[src/hw/csr_pkg.sv]
// ----------------------------
// csr_pkg
// machine CSR addresses, trap causes and
// the CSR selector
// ----------------------------
package csr_pkg;

  localparam logic [11:0] CSR_MTVEC    = 12'h305;
  localparam logic [11:0] CSR_MSCRATCH = 12'h340;
  localparam logic [11:0] CSR_MEPC     = 12'h341;
  localparam logic [11:0] CSR_MCAUSE   = 12'h342;

  localparam logic [31:0] CAUSE_ILLEGAL = 32'd2;
  localparam logic [31:0] CAUSE_ECALL_M = 32'd11;

  typedef enum logic [2:0] {
    SEL_NONE,
    SEL_MSCRATCH,
    SEL_MEPC,
    SEL_MCAUSE,
    SEL_MTVEC
  } csr_sel_t;

endpackage

[src/hw/isa_pkg.sv]
// ----------------------------
// isa_pkg
// RV32I subset encodings, instruction word views
// and ALU operation codes
// ----------------------------
package isa_pkg;

  // major opcodes
  localparam logic [6:0] OP     = 7'b0110011;
  localparam logic [6:0] OP_IMM = 7'b0010011;
  localparam logic [6:0] LUI    = 7'b0110111;
  localparam logic [6:0] SYSTEM = 7'b1110011;

  localparam logic [2:0] F3_ADD_SUB = 3'b000;
  localparam logic [2:0] F3_SLT     = 3'b010;
  localparam logic [2:0] F3_XOR     = 3'b100;
  localparam logic [2:0] F3_OR      = 3'b110;
  localparam logic [2:0] F3_AND     = 3'b111;
  localparam logic [2:0] F3_PRIV    = 3'b000;
  localparam logic [2:0] F3_CSRRW   = 3'b001;

  localparam logic [6:0] F7_BASE = 7'b0000000;
  localparam logic [6:0] F7_ALT  = 7'b0100000;

  // imm12 of the PRIV group
  localparam logic [11:0] IMM_ECALL = 12'h000;
  localparam logic [11:0] IMM_MRET  = 12'h302;

  typedef struct packed {
    logic [6:0] funct7;
    logic [4:0] rs2;
    logic [4:0] rs1;
    logic [2:0] funct3;
    logic [4:0] rd;
    logic [6:0] opcode;
  } r_fields_t;

  typedef struct packed {
    logic [11:0] imm12;
    logic [4:0]  rs1;
    logic [2:0]  funct3;
    logic [4:0]  rd;
    logic [6:0]  opcode;
  } i_fields_t;

  typedef union packed {
    r_fields_t r;
    i_fields_t i;
  } inst_word_t;

  typedef enum logic [2:0] {
    ALU_ADD,
    ALU_SUB,
    ALU_AND,
    ALU_OR,
    ALU_XOR,
    ALU_SLT,
    ALU_PASS_B
  } alu_op_t;

endpackage

[src/hw/core_top.sv]
// ----------------------------
// core_top
// two-stage RV32I subset core with program
// load port and commit report
// ----------------------------
`timescale 1ns/100ps

module core_top #(
  parameter logic [31:0] RESET_PC = 32'h0,
  parameter int IMEM_WORDS = 64,
  parameter logic [31:0] MTVEC_RESET = 32'h80
) (
  input  logic                          clock,
  input  logic                          reset,
  input  logic                          load_en,
  input  logic [$clog2(IMEM_WORDS)-1:0] load_addr,
  input  logic [31:0]                   load_data,
  output logic                          commit_valid,
  output logic [31:0]                   commit_pc,
  output logic [31:0]                   commit_inst,
  output logic                          commit_wen,
  output logic [4:0]                    commit_wdest,
  output logic [31:0]                   commit_wdata,
  output logic                          commit_trap
);
  import isa_pkg::*;

  // fetch to execute
  logic        fetch_valid;
  logic [31:0] fetch_pc;
  inst_word_t  fetch_inst;

  logic [4:0]  rs1;
  logic [4:0]  rs2;
  logic [31:0] rs1_data;
  logic [31:0] rs2_data;
  logic        rd_wen;
  logic [4:0]  rd_addr;
  logic [31:0] rd_data;

  logic [11:0] csr_addr;
  logic        csr_wen;
  logic [31:0] csr_wdata;
  logic [31:0] csr_rdata;

  logic        exec_valid;
  logic        ecall;
  logic        mret;
  logic        illegal;
  logic [31:0] exec_pc;

  logic        trap_enter;
  logic [31:0] trap_cause;
  logic [31:0] trap_pc;
  logic [31:0] mtvec;
  logic [31:0] mepc;
  logic        redirect;
  logic [31:0] redirect_pc;

  fetch_unit #(
    .RESET_PC   (RESET_PC),
    .IMEM_WORDS (IMEM_WORDS)
  ) u_fetch (
    .clock       (clock),
    .reset       (reset),
    .load_en     (load_en),
    .load_addr   (load_addr),
    .load_data   (load_data),
    .redirect    (redirect),
    .redirect_pc (redirect_pc),
    .fetch_valid (fetch_valid),
    .fetch_pc    (fetch_pc),
    .fetch_inst  (fetch_inst)
  );

  regfile u_regfile (
    .clock    (clock),
    .reset    (reset),
    .rs1      (rs1),
    .rs2      (rs2),
    .rs1_data (rs1_data),
    .rs2_data (rs2_data),
    .rd_wen   (rd_wen),
    .rd_addr  (rd_addr),
    .rd_data  (rd_data)
  );

  exec_unit u_exec (
    .clock        (clock),
    .reset        (reset),
    .fetch_valid  (fetch_valid),
    .fetch_pc     (fetch_pc),
    .fetch_inst   (fetch_inst),
    .rs1          (rs1),
    .rs2          (rs2),
    .rs1_data     (rs1_data),
    .rs2_data     (rs2_data),
    .rd_wen       (rd_wen),
    .rd_addr      (rd_addr),
    .rd_data      (rd_data),
    .csr_addr     (csr_addr),
    .csr_wen      (csr_wen),
    .csr_wdata    (csr_wdata),
    .csr_rdata    (csr_rdata),
    .exec_valid   (exec_valid),
    .ecall        (ecall),
    .mret         (mret),
    .illegal      (illegal),
    .exec_pc      (exec_pc),
    .commit_valid (commit_valid),
    .commit_pc    (commit_pc),
    .commit_inst  (commit_inst),
    .commit_wen   (commit_wen),
    .commit_wdest (commit_wdest),
    .commit_wdata (commit_wdata),
    .commit_trap  (commit_trap)
  );

  csr_file #(
    .MTVEC_RESET (MTVEC_RESET)
  ) u_csr (
    .clock      (clock),
    .reset      (reset),
    .csr_addr   (csr_addr),
    .csr_wen    (csr_wen),
    .csr_wdata  (csr_wdata),
    .csr_rdata  (csr_rdata),
    .trap_enter (trap_enter),
    .trap_cause (trap_cause),
    .trap_pc    (trap_pc),
    .mtvec      (mtvec),
    .mepc       (mepc)
  );

  trap_unit u_trap (
    .exec_valid  (exec_valid),
    .ecall       (ecall),
    .mret        (mret),
    .illegal     (illegal),
    .exec_pc     (exec_pc),
    .mtvec       (mtvec),
    .mepc        (mepc),
    .trap_enter  (trap_enter),
    .trap_cause  (trap_cause),
    .trap_pc     (trap_pc),
    .redirect    (redirect),
    .redirect_pc (redirect_pc)
  );

endmodule

[src/hw/csr_file.sv]
// ----------------------------
// csr_file
// machine CSRs with software access
// and trap-entry updates
// ----------------------------
`timescale 1ns/100ps

module csr_file #(
  parameter logic [31:0] MTVEC_RESET = 32'h80
) (
  input  logic        clock,
  input  logic        reset,
  input  logic [11:0] csr_addr,
  input  logic        csr_wen,
  input  logic [31:0] csr_wdata,
  output logic [31:0] csr_rdata,
  input  logic        trap_enter,
  input  logic [31:0] trap_cause,
  input  logic [31:0] trap_pc,
  output logic [31:0] mtvec,
  output logic [31:0] mepc
);
  import csr_pkg::*;

  csr_sel_t    sel;
  logic [31:0] mscratch;
  logic [31:0] mcause;

  always_comb begin
    case (csr_addr)
      CSR_MSCRATCH: sel = SEL_MSCRATCH;
      CSR_MEPC:     sel = SEL_MEPC;
      CSR_MCAUSE:   sel = SEL_MCAUSE;
      CSR_MTVEC:    sel = SEL_MTVEC;
      default:      sel = SEL_NONE;
    endcase
  end

  always_comb begin
    case (sel)
      SEL_MSCRATCH: csr_rdata = mscratch;
      SEL_MEPC:     csr_rdata = mepc;
      SEL_MCAUSE:   csr_rdata = mcause;
      SEL_MTVEC:    csr_rdata = mtvec;
      default:      csr_rdata = 32'h0;
    endcase
  end

  always_ff @(posedge clock) begin
    if (reset) begin
      mscratch <= 32'h0;
      mepc <= 32'h0;
      mcause <= 32'h0;
      mtvec <= MTVEC_RESET;
    end else if (trap_enter) begin
      // trap entry wins over a software write
      mepc <= trap_pc;
      mcause <= trap_cause;
    end else if (csr_wen) begin
      case (sel)
        SEL_MSCRATCH: mscratch <= csr_wdata;
        SEL_MEPC:     mepc <= {csr_wdata[31:2], 2'b00};
        SEL_MCAUSE:   mcause <= csr_wdata;
        // direct mode only
        SEL_MTVEC:    mtvec <= {csr_wdata[31:2], 2'b00};
        default:      ;
      endcase
    end
  end

endmodule

[src/hw/exec_unit.sv]
// ----------------------------
// exec_unit
// decode, ALU, write-back select and the
// registered commit report
// ----------------------------
`timescale 1ns/100ps

module exec_unit (
  input  logic                clock,
  input  logic                reset,
  input  logic                fetch_valid,
  input  logic [31:0]         fetch_pc,
  input  isa_pkg::inst_word_t fetch_inst,
  output logic [4:0]          rs1,
  output logic [4:0]          rs2,
  input  logic [31:0]         rs1_data,
  input  logic [31:0]         rs2_data,
  output logic                rd_wen,
  output logic [4:0]          rd_addr,
  output logic [31:0]         rd_data,
  output logic [11:0]         csr_addr,
  output logic                csr_wen,
  output logic [31:0]         csr_wdata,
  input  logic [31:0]         csr_rdata,
  output logic                exec_valid,
  output logic                ecall,
  output logic                mret,
  output logic                illegal,
  output logic [31:0]         exec_pc,
  output logic                commit_valid,
  output logic [31:0]         commit_pc,
  output logic [31:0]         commit_inst,
  output logic                commit_wen,
  output logic [4:0]          commit_wdest,
  output logic [31:0]         commit_wdata,
  output logic                commit_trap
);
  import isa_pkg::*;
  import csr_pkg::*;

  alu_op_t     alu_op;
  logic [31:0] op_b;
  logic [31:0] alu_out;
  logic        writes_rd;
  logic        is_csr;
  logic        trap;

  assign rs1 = fetch_inst.r.rs1;
  assign rs2 = fetch_inst.r.rs2;
  assign csr_addr = fetch_inst.i.imm12;

  always_comb begin
    alu_op = ALU_ADD;
    op_b = rs2_data;
    writes_rd = 1'b0;
    is_csr = 1'b0;
    ecall = 1'b0;
    mret = 1'b0;
    illegal = 1'b0;
    case (fetch_inst.r.opcode)
      OP: begin
        writes_rd = 1'b1;
        case (fetch_inst.r.funct3)
          F3_ADD_SUB: alu_op = (fetch_inst.r.funct7 == F7_ALT) ? ALU_SUB : ALU_ADD;
          F3_SLT:     alu_op = ALU_SLT;
          F3_XOR:     alu_op = ALU_XOR;
          F3_OR:      alu_op = ALU_OR;
          F3_AND:     alu_op = ALU_AND;
          default:    illegal = 1'b1;
        endcase
        // only SUB may use the alternate funct7
        if (fetch_inst.r.funct7 != F7_BASE &&
            !(fetch_inst.r.funct7 == F7_ALT && fetch_inst.r.funct3 == F3_ADD_SUB)) begin
          illegal = 1'b1;
        end
      end
      OP_IMM: begin
        writes_rd = 1'b1;
        op_b = {{20{fetch_inst.i.imm12[11]}}, fetch_inst.i.imm12};
        illegal = (fetch_inst.i.funct3 != F3_ADD_SUB);
      end
      LUI: begin
        writes_rd = 1'b1;
        alu_op = ALU_PASS_B;
        op_b = {fetch_inst.i.imm12, fetch_inst.i.rs1, fetch_inst.i.funct3, 12'h000};
      end
      SYSTEM: begin
        if (fetch_inst.i.funct3 == F3_CSRRW) begin
          writes_rd = 1'b1;
          is_csr = 1'b1;
          // unimplemented CSRs trap
          illegal = !(fetch_inst.i.imm12 inside
                      {CSR_MSCRATCH, CSR_MEPC, CSR_MCAUSE, CSR_MTVEC});
        end else if (fetch_inst.i.funct3 == F3_PRIV &&
                     fetch_inst.i.imm12 == IMM_ECALL) begin
          ecall = 1'b1;
        end else if (fetch_inst.i.funct3 == F3_PRIV &&
                     fetch_inst.i.imm12 == IMM_MRET) begin
          mret = 1'b1;
        end else begin
          illegal = 1'b1;
        end
      end
      default: illegal = 1'b1;
    endcase
  end

  always_comb begin
    case (alu_op)
      ALU_SUB:    alu_out = rs1_data - op_b;
      ALU_AND:    alu_out = rs1_data & op_b;
      ALU_OR:     alu_out = rs1_data | op_b;
      ALU_XOR:    alu_out = rs1_data ^ op_b;
      ALU_SLT:    alu_out = {31'h0, $signed(rs1_data) < $signed(op_b)};
      ALU_PASS_B: alu_out = op_b;
      default:    alu_out = rs1_data + op_b;
    endcase
  end

  assign trap = ecall | illegal;

  assign rd_wen = fetch_valid & writes_rd & ~trap;
  assign rd_addr = fetch_inst.r.rd;
  // CSRRW returns the old CSR value
  assign rd_data = is_csr ? csr_rdata : alu_out;

  assign csr_wen = fetch_valid & is_csr & ~trap;
  assign csr_wdata = rs1_data;

  assign exec_valid = fetch_valid;
  assign exec_pc = fetch_pc;

  always_ff @(posedge clock) begin
    if (reset) begin
      commit_valid <= 1'b0;
    end else begin
      commit_valid <= fetch_valid;
    end
  end

  always_ff @(posedge clock) begin
    commit_pc <= fetch_pc;
    commit_inst <= fetch_inst;
    commit_wen <= rd_wen;
    commit_wdest <= rd_addr;
    commit_wdata <= rd_data;
    commit_trap <= trap;
  end

endmodule

[src/hw/fetch_unit.sv]
// ----------------------------
// fetch_unit
// pc, instruction memory with load port and
// the fetch-to-execute register
// ----------------------------
`timescale 1ns/100ps

module fetch_unit #(
  parameter logic [31:0] RESET_PC = 32'h0,
  parameter int IMEM_WORDS = 64
) (
  input  logic                          clock,
  input  logic                          reset,
  input  logic                          load_en,
  input  logic [$clog2(IMEM_WORDS)-1:0] load_addr,
  input  logic [31:0]                   load_data,
  input  logic                          redirect,
  input  logic [31:0]                   redirect_pc,
  output logic                          fetch_valid,
  output logic [31:0]                   fetch_pc,
  output isa_pkg::inst_word_t           fetch_inst
);
  import isa_pkg::*;

  localparam int AW = $clog2(IMEM_WORDS);

  inst_word_t imem [IMEM_WORDS];
  logic [31:0] pc;

  // program is loaded only while the core is held in reset
  always_ff @(posedge clock) begin
    if (reset && load_en) begin
      imem[load_addr] <= load_data;
    end
  end

  always_ff @(posedge clock) begin
    if (reset) begin
      pc <= RESET_PC;
      fetch_valid <= 1'b0;
    end else if (redirect) begin
      // younger instruction becomes a bubble
      pc <= redirect_pc;
      fetch_valid <= 1'b0;
    end else begin
      pc <= pc + 32'd4;
      fetch_valid <= 1'b1;
    end
  end

  always_ff @(posedge clock) begin
    fetch_pc <= pc;
    fetch_inst <= imem[pc[AW+1:2]];
  end

endmodule

[src/hw/regfile.sv]
// ----------------------------
// regfile
// 32 x 32-bit general registers, two reads
// and one write, x0 tied to zero
// ----------------------------
`timescale 1ns/100ps

module regfile (
  input  logic        clock,
  input  logic        reset,
  input  logic [4:0]  rs1,
  input  logic [4:0]  rs2,
  output logic [31:0] rs1_data,
  output logic [31:0] rs2_data,
  input  logic        rd_wen,
  input  logic [4:0]  rd_addr,
  input  logic [31:0] rd_data
);

  logic [31:0] regs [32];

  always_ff @(posedge clock) begin
    if (reset) begin
      for (int i = 0; i < 32; i++) begin
        regs[i] <= 32'h0;
      end
    end else if (rd_wen && rd_addr != 5'd0) begin
      regs[rd_addr] <= rd_data;
    end
  end

  assign rs1_data = regs[rs1];
  assign rs2_data = regs[rs2];

endmodule

[src/hw/trap_unit.sv]
// ----------------------------
// trap_unit
// trap entry, MRET return and the fetch
// redirect target
// ----------------------------
`timescale 1ns/100ps

module trap_unit (
  input  logic        exec_valid,
  input  logic        ecall,
  input  logic        mret,
  input  logic        illegal,
  input  logic [31:0] exec_pc,
  input  logic [31:0] mtvec,
  input  logic [31:0] mepc,
  output logic        trap_enter,
  output logic [31:0] trap_cause,
  output logic [31:0] trap_pc,
  output logic        redirect,
  output logic [31:0] redirect_pc
);
  import csr_pkg::*;

  assign trap_enter = exec_valid & (ecall | illegal);
  assign trap_cause = illegal ? CAUSE_ILLEGAL : CAUSE_ECALL_M;
  assign trap_pc = exec_pc;

  // mret only steers fetch
  assign redirect = trap_enter | (exec_valid & mret);
  assign redirect_pc = trap_enter ? mtvec : mepc;

endmodule

[config.mk]
export PLATFORM = sky130hd
export DESIGN_NAME = core_top
export DESIGN_NICKNAME = d
export VERILOG_FILES = /design/src/hw/csr_pkg.sv /design/src/hw/isa_pkg.sv /design/src/hw/core_top.sv /design/src/hw/csr_file.sv /design/src/hw/exec_unit.sv /design/src/hw/fetch_unit.sv /design/src/hw/regfile.sv /design/src/hw/trap_unit.sv
export SDC_FILE = /design/constraint.sdc
export NUM_CORES = 2
export LEC_CHECK = 0
export BUFFER_PORTS_ARGS = -buffer_cell sky130_fd_sc_hd__buf_2
export CORE_MARGIN = 2
export CORE_UTILIZATION = 60
export DETAILED_ROUTE_END_ITERATION = 10
export PLACE_DENSITY = 0.82
export SETUP_SLACK_MARGIN = 0.2
export SYNTH_ARGS = -nofsm -noshare
export SYNTH_HDL_FRONTEND = slang
export SYNTH_SLANG_ARGS = --single-unit
[constraint.sdc]
create_clock -name clock -period 8.25 [get_ports clock]
set_clock_uncertainty 0.2 [all_clocks]
set_input_delay 0.825 -clock clock [delete_from_list [all_inputs] [get_ports clock]]
set_output_delay 0.825 -clock clock [all_outputs]
set_load 0.03 [all_outputs]
==> metrics.txt <==
# TYPE chip_impl_metric gauge
chip_impl_info{name="hold_ep",value="u_exec.commit_pc[31]"} 1
chip_impl_metric{name="clock_sink_count",unit=""} 3394
chip_impl_metric{name="multi_input_area",unit="mm2"} 0.0457
chip_impl_metric{name="grt_antenna_before_repair",unit=""} 34
chip_impl_metric{name="fin_nets",unit=""} 8590
chip_impl_metric{name="fin_total_pwr",unit="W"} 0.0472
chip_impl_metric{name="setup_tns",unit="ns"} 0
chip_impl_metric{name="holdPathStages",unit=""} 0
chip_impl_metric{name="multiplexer_share_of_the_synthesized_area",unit=""} 0.206
chip_impl_metric{name="slew_viol_final",unit=""} 0
chip_impl_info{name="netlist_top_cells_count",value="sky130_fd_sc_hd__edfxtp_1 (3,072), sky130_fd_sc_hd__mux4_2 (1,301), sky130_fd_sc_hd__nor2_1 (1,277), sky130_fd_sc_hd__clkbuf_1 (401), sky130_fd_sc_hd__dfxtp_1 (322)"} 1
chip_impl_metric{name="fmax",unit="GHz"} 0.130
chip_impl_metric{name="final_util",unit=""} 0.671
chip_impl_metric{name="number_of_hold_violations_in_the_final_report",unit=""} 0
chip_impl_info{name="status",value="completed"} 1
chip_impl_metric{name="cts_inserted_buffers",unit=""} 350
chip_impl_metric{name="total_leakage_power",unit="nW"} 54.0
chip_impl_metric{name="initialDrtViolationCount",unit=""} 17100
chip_impl_metric{name="synth-async-reset-ratio",unit=""} 0
chip_impl_metric{name="rr_worst_depth",unit=""} 17
chip_impl_info{name="critical_path.reg2reg.startpoint",value="u_fetch.fetch_inst[20]"} 1
chip_impl_metric{name="max-vdd-ir-drop",unit="uV"} 304
chip_impl_metric{name="post_cts_hold_buffer_count",unit=""} 0
chip_impl_metric{name="first_global_vias",unit=""} 91200
chip_impl_metric{name="arrival",unit="ns"} 8.10
chip_impl_metric{name="synth-xor-area-share",unit=""} 0.00329
chip_impl_metric{name="post_synth_instance_area",unit="mm2"} 0.147
chip_impl_metric{name="ff_latch_area",unit="mm2"} 0.0987
chip_impl_metric{name="period_needed",unit="ns"} 7.67
chip_impl_metric{name="cp_data_required_time",unit="ns"} 8.68
chip_impl_metric{name="grt_start_max_net_pins",unit=""} 144
chip_impl_metric{name="grt_first_pass_wirelength",unit="um"} 695000
chip_impl_metric{name="synthesis.yosys.warnings",unit=""} 0
chip_impl_metric{name="yosys.area.top_type_share",unit=""} 0.629
chip_impl_metric{name="grt_remaining_overflow",unit=""} 0
chip_impl_metric{name="die_h",unit="um"} 498
chip_impl_metric{name="measured_slew_at_the_worst_slew_check_pin",unit="ns"} 1.41
chip_impl_metric{name="vias",unit=""} 92200
chip_impl_metric{name="route.final.wire_length",unit="um"} 505000
chip_impl_metric{name="slew_headroom",unit=""} 0.0621
chip_impl_info{name="tritoncts",value="built"} 1
chip_impl_metric{name="yosys.cell_types.count",unit=""} 100
chip_impl_metric{name="cts_max_path_buffers",unit=""} 4
chip_impl_info{name="biggest_area_consumer_among_synthesized_cells",value="sky130_fd_sc_hd__edfxtp_1"} 1
chip_impl_metric{name="setup.reg_to_reg.worst_slack",unit="ns"} 0.58
chip_impl_info{name="hold_path_startpoint",value="u_fetch.fetch_pc[31]"} 1
chip_impl_metric{name="floorplan.io_pins",unit=""} 145
chip_impl_metric{name="average_wire_length_per_cell_after_detail_routing",unit="um"} 42.3
chip_impl_info{name="hold_path.class",value="flop to flop"} 1
chip_impl_metric{name="worstSkewPairLatency",unit="ns"} 0.99
chip_impl_metric{name="synth_simple_gate_area_share",unit=""} 0.0539
chip_impl_metric{name="maxCapViolations",unit=""} 0
chip_impl_metric{name="cts.reportedPaths.clkPinSlew",unit="ns"} 0.06
chip_impl_info{name="path_class",value="flop to flop"} 1
chip_impl_info{name="worstReg2RegEnd",value="u_regfile.regs[10][31]"} 1
chip_impl_metric{name="die-area",unit="mm2"} 0.248
chip_impl_metric{name="floorplan.rows",unit=""} 181
chip_impl_metric{name="detailedPlacementHpwl",unit="um"} 265000
chip_impl_metric{name="syn-mean-instance-area",unit="um2"} 17.6
chip_impl_info{name="primary_ff_master_synth",value="sky130_fd_sc_hd__edfxtp_1"} 1
chip_impl_metric{name="ys_seq_area_frac",unit=""} 0.673
chip_impl_metric{name="gp_congestion",unit=""} 0.945
chip_impl_metric{name="buffer_ports.inserted",unit=""} 144
chip_impl_metric{name="detailed_router_iteration_count_before_antenna_repair",unit=""} 7
chip_impl_info{name="grt_setup_unrepaired",value="no"} 1
chip_impl_metric{name="syn_inst",unit=""} 8320
chip_impl_info{name="yosysMostFrequentCell",value="sky130_fd_sc_hd__edfxtp_1"} 1
chip_impl_metric{name="antenna_left",unit=""} 0
chip_impl_metric{name="synth-compound-area-share",unit=""} 0.0322
chip_impl_metric{name="area.growth.synth_to_final",unit="%"} 11.3
chip_impl_metric{name="synth_edf_count",unit=""} 3072
chip_impl_metric{name="drcViolationCount",unit=""} 0
chip_impl_info{name="startpoint",value="u_fetch.fetch_inst[20]"} 1
chip_impl_metric{name="fin_hold_ws",unit="ns"} 0.143
chip_impl_metric{name="cp_max_fo",unit=""} 47
chip_impl_metric{name="core_region_area",unit="mm2"} 0.243
chip_impl_info{name="largest_family_of_logic_cells_by_synthesized_area",value="multiplexers"} 1
chip_impl_metric{name="die-width",unit="um"} 498
chip_impl_info{name="synth_top_cells_by_area",value="sky130_fd_sc_hd__edfxtp_1 (63%), sky130_fd_sc_hd__mux4_2 (20%), sky130_fd_sc_hd__dfxtp_1 (4.4%), sky130_fd_sc_hd__nor2_1 (3.3%), sky130_fd_sc_hd__clkbuf_1 (1.0%)"} 1
chip_impl_metric{name="initial_core_utilization",unit=""} 0.603
chip_impl_metric{name="p_per_area",unit="mW/mm2"} 289
chip_impl_metric{name="synth_fa_ha_area_frac",unit=""} 0.00862
chip_impl_info{name="crit_path_end_kind",value="flop"} 1
chip_impl_metric{name="post_route_cells_drive_above_1_share",unit=""} 0.282
chip_impl_metric{name="htree_num_levels",unit=""} 5
chip_impl_metric{name="cts_setup_buffers",unit=""} 0
chip_impl_metric{name="final.period_utilization",unit=""} 0.930
chip_impl_metric{name="gr-usage-all-layers",unit=""} 0.402
chip_impl_metric{name="ff_latch_count_synth",unit=""} 3394
chip_impl_info{name="crit_path_start_kind",value="flop"} 1
chip_impl_info{name="root_buffer",value="sky130_fd_sc_hd__clkbuf_16"} 1
chip_impl_metric{name="via_per_inst",unit=""} 7.72
chip_impl_metric{name="number_of_setup_violations_in_the_final_report",unit=""} 0
chip_impl_metric{name="filler_cell_count",unit=""} 14500
[stage by stage]
step                      worst slack (ns)  std cells  instance area, um2
after floorplan                       2.37       8351              147000
after global placement               0.397      11300              152000
after detailed placement             0.527      11300              152000
after CTS                            0.476      11900              163000
after global routing                 0.293      11900              163000
final                                0.576      11900              163000
[how the worst max path moves through the flow]
stage	endpoint	depth (start not counted)	slack [ns]
final	u_regfile.regs[10][31]	17	0.58
after global routing	u_regfile.regs[12][31]	17	0.29
after CTS	u_regfile.regs[27][30]	15	0.48
after detailed placement	u_regfile.regs[23][30]	15	0.53
after global placement	u_regfile.regs[14][30]	15	0.40
after floorplan	u_regfile.regs[10][10]	19	2.37
[repair_timing]
action,CTS,global route
resized for setup,0,1
endpoints found under the hold margin,0,0
setup endpoints to repair,0,54
[layer usage]
| metal | global-route usage | share of wire | up-vias |
|---|---|---|---|
| li1 | - | - | 33500 |
| met1 | 0.485 | 0.30 | 46200 |
| met2 | 0.627 | 0.47 | 10100 |
| met3 | 0.111 | 0.14 | 2434 |
| met4 | 0.291 | 0.093 | 18 |
| met5 | 0 | 0.00026 | - |
[where the power goes]
group / total, W / switching, W / internal [W] / leakage, nW
clock network: 0.0160 / 0.00709 / 0.00886 / 5.41
registers: 0.0196 / 0.000513 / 0.0191 / 31.6
logic: 0.0116 / 0.00795 / 0.00366 / 16.9
[layout make-up]
| type | count | share of cell area |
|---|---|---|
| diodes | 27 | 0.000414 |
| clock buffers | 446 | 0.0574 |
| repair buffers | 413 | 0.0190 |
| flip-flops and latches | 3394 | 0.605 |
| well taps | 3202 | 0.0246 |
| inverters | 138 | 0.00317 |
| clock inverters | 176 | 0.0104 |
| multi-input cells | 4153 | 0.280 |
[placed cells by master, fill, tap and decap left out, types with 19 or more instances in the layout]
| cell type | n |
|---|---|
| sky130_fd_sc_hd__edfxtp_1 | 3072 |
| sky130_fd_sc_hd__mux4_2 | 1301 |
| sky130_fd_sc_hd__nor2_1 | 1204 |
| sky130_fd_sc_hd__clkbuf_16 | 351 |
| sky130_fd_sc_hd__dfxtp_1 | 306 |
| sky130_fd_sc_hd__a21oi_1 | 243 |
| sky130_fd_sc_hd__buf_4 | 240 |
| sky130_fd_sc_hd__nand2_1 | 201 |
| sky130_fd_sc_hd__buf_2 | 143 |
| sky130_fd_sc_hd__inv_1 | 136 |
| sky130_fd_sc_hd__nor3_1 | 111 |
| sky130_fd_sc_hd__o21ai_0 | 110 |
| sky130_fd_sc_hd__ha_1 | 97 |
| sky130_fd_sc_hd__clkbuf_1 | 73 |
| sky130_fd_sc_hd__clkinv_2 | 66 |
| sky130_fd_sc_hd__nor2_4 | 65 |
| sky130_fd_sc_hd__mux2i_1 | 57 |
| sky130_fd_sc_hd__clkinv_1 | 49 |
| sky130_fd_sc_hd__a211oi_1 | 48 |
| sky130_fd_sc_hd__a22oi_1 | 44 |
| sky130_fd_sc_hd__nand3_1 | 40 |
| sky130_fd_sc_hd__xnor2_1 | 39 |
| sky130_fd_sc_hd__nand2_2 | 32 |
| sky130_fd_sc_hd__conb_1 | 32 |
| sky130_fd_sc_hd__a221oi_1 | 31 |
| sky130_fd_sc_hd__buf_12 | 28 |
| sky130_fd_sc_hd__diode_2 | 27 |
| sky130_fd_sc_hd__a222oi_1 | 27 |
| sky130_fd_sc_hd__bufinv_16 | 26 |
| sky130_fd_sc_hd__nand2b_4 | 25 |
| sky130_fd_sc_hd__clkbuf_8 | 22 |
| sky130_fd_sc_hd__nor2b_1 | 21 |
| sky130_fd_sc_hd__and3_1 | 21 |
| sky130_fd_sc_hd__mux2_2 | 19 |
[cell families (layout without fill, tap and decap cells)]
kind of cell               count (synthesis)  count (layout)
DFF                                     3394            3394
buffers and inverters                    804            1173
and+or+nand+nor                         1867            1867
muxes                                   1382            1382
xor gates and xnor gates                  55              55
other                                      1              59
AOI/OAI and AO/OA                        717             717
adders and majority gates                100             100
[worst max-delay path: stages (launching register included)]
cell                        delay, ns
sky130_fd_sc_hd__dfxtp_4         1.13
sky130_fd_sc_hd__buf_12          0.34
sky130_fd_sc_hd__buf_4           0.30
sky130_fd_sc_hd__mux4_2          0.54
sky130_fd_sc_hd__mux4_2          0.51
sky130_fd_sc_hd__mux2_2          0.33
sky130_fd_sc_hd__a221oi_1        0.46
sky130_fd_sc_hd__ha_1            0.47
sky130_fd_sc_hd__nor4_2          0.47
sky130_fd_sc_hd__o21ai_0         0.31
sky130_fd_sc_hd__nand4_1         0.18
sky130_fd_sc_hd__a21oi_1         0.13
sky130_fd_sc_hd__a2111oi_0       0.46
sky130_fd_sc_hd__o21ai_0         0.29
sky130_fd_sc_hd__a311o_1         0.41
sky130_fd_sc_hd__a211oi_4        0.16
sky130_fd_sc_hd__buf_4           0.37
sky130_fd_sc_hd__nor3_1          0.11
[flip-flops by register name, summed over array words and instances, names as in the netlist, 32 cells and up]
| signal | cells |
|---|---|
| u_fetch.imem | 2048 |
| u_regfile.regs | 1024 |
| u_csr.mcause | 32 |
| u_csr.mepc | 32 |
| u_csr.mscratch | 32 |
| u_exec.commit_inst | 32 |
| u_exec.commit_pc | 32 |
| u_exec.commit_wdata | 32 |
| u_fetch.fetch_inst | 32 |
| u_fetch.fetch_pc | 32 |
| u_fetch.pc | 32 |
No activity file was read; power rests on OpenSTA's default activity.
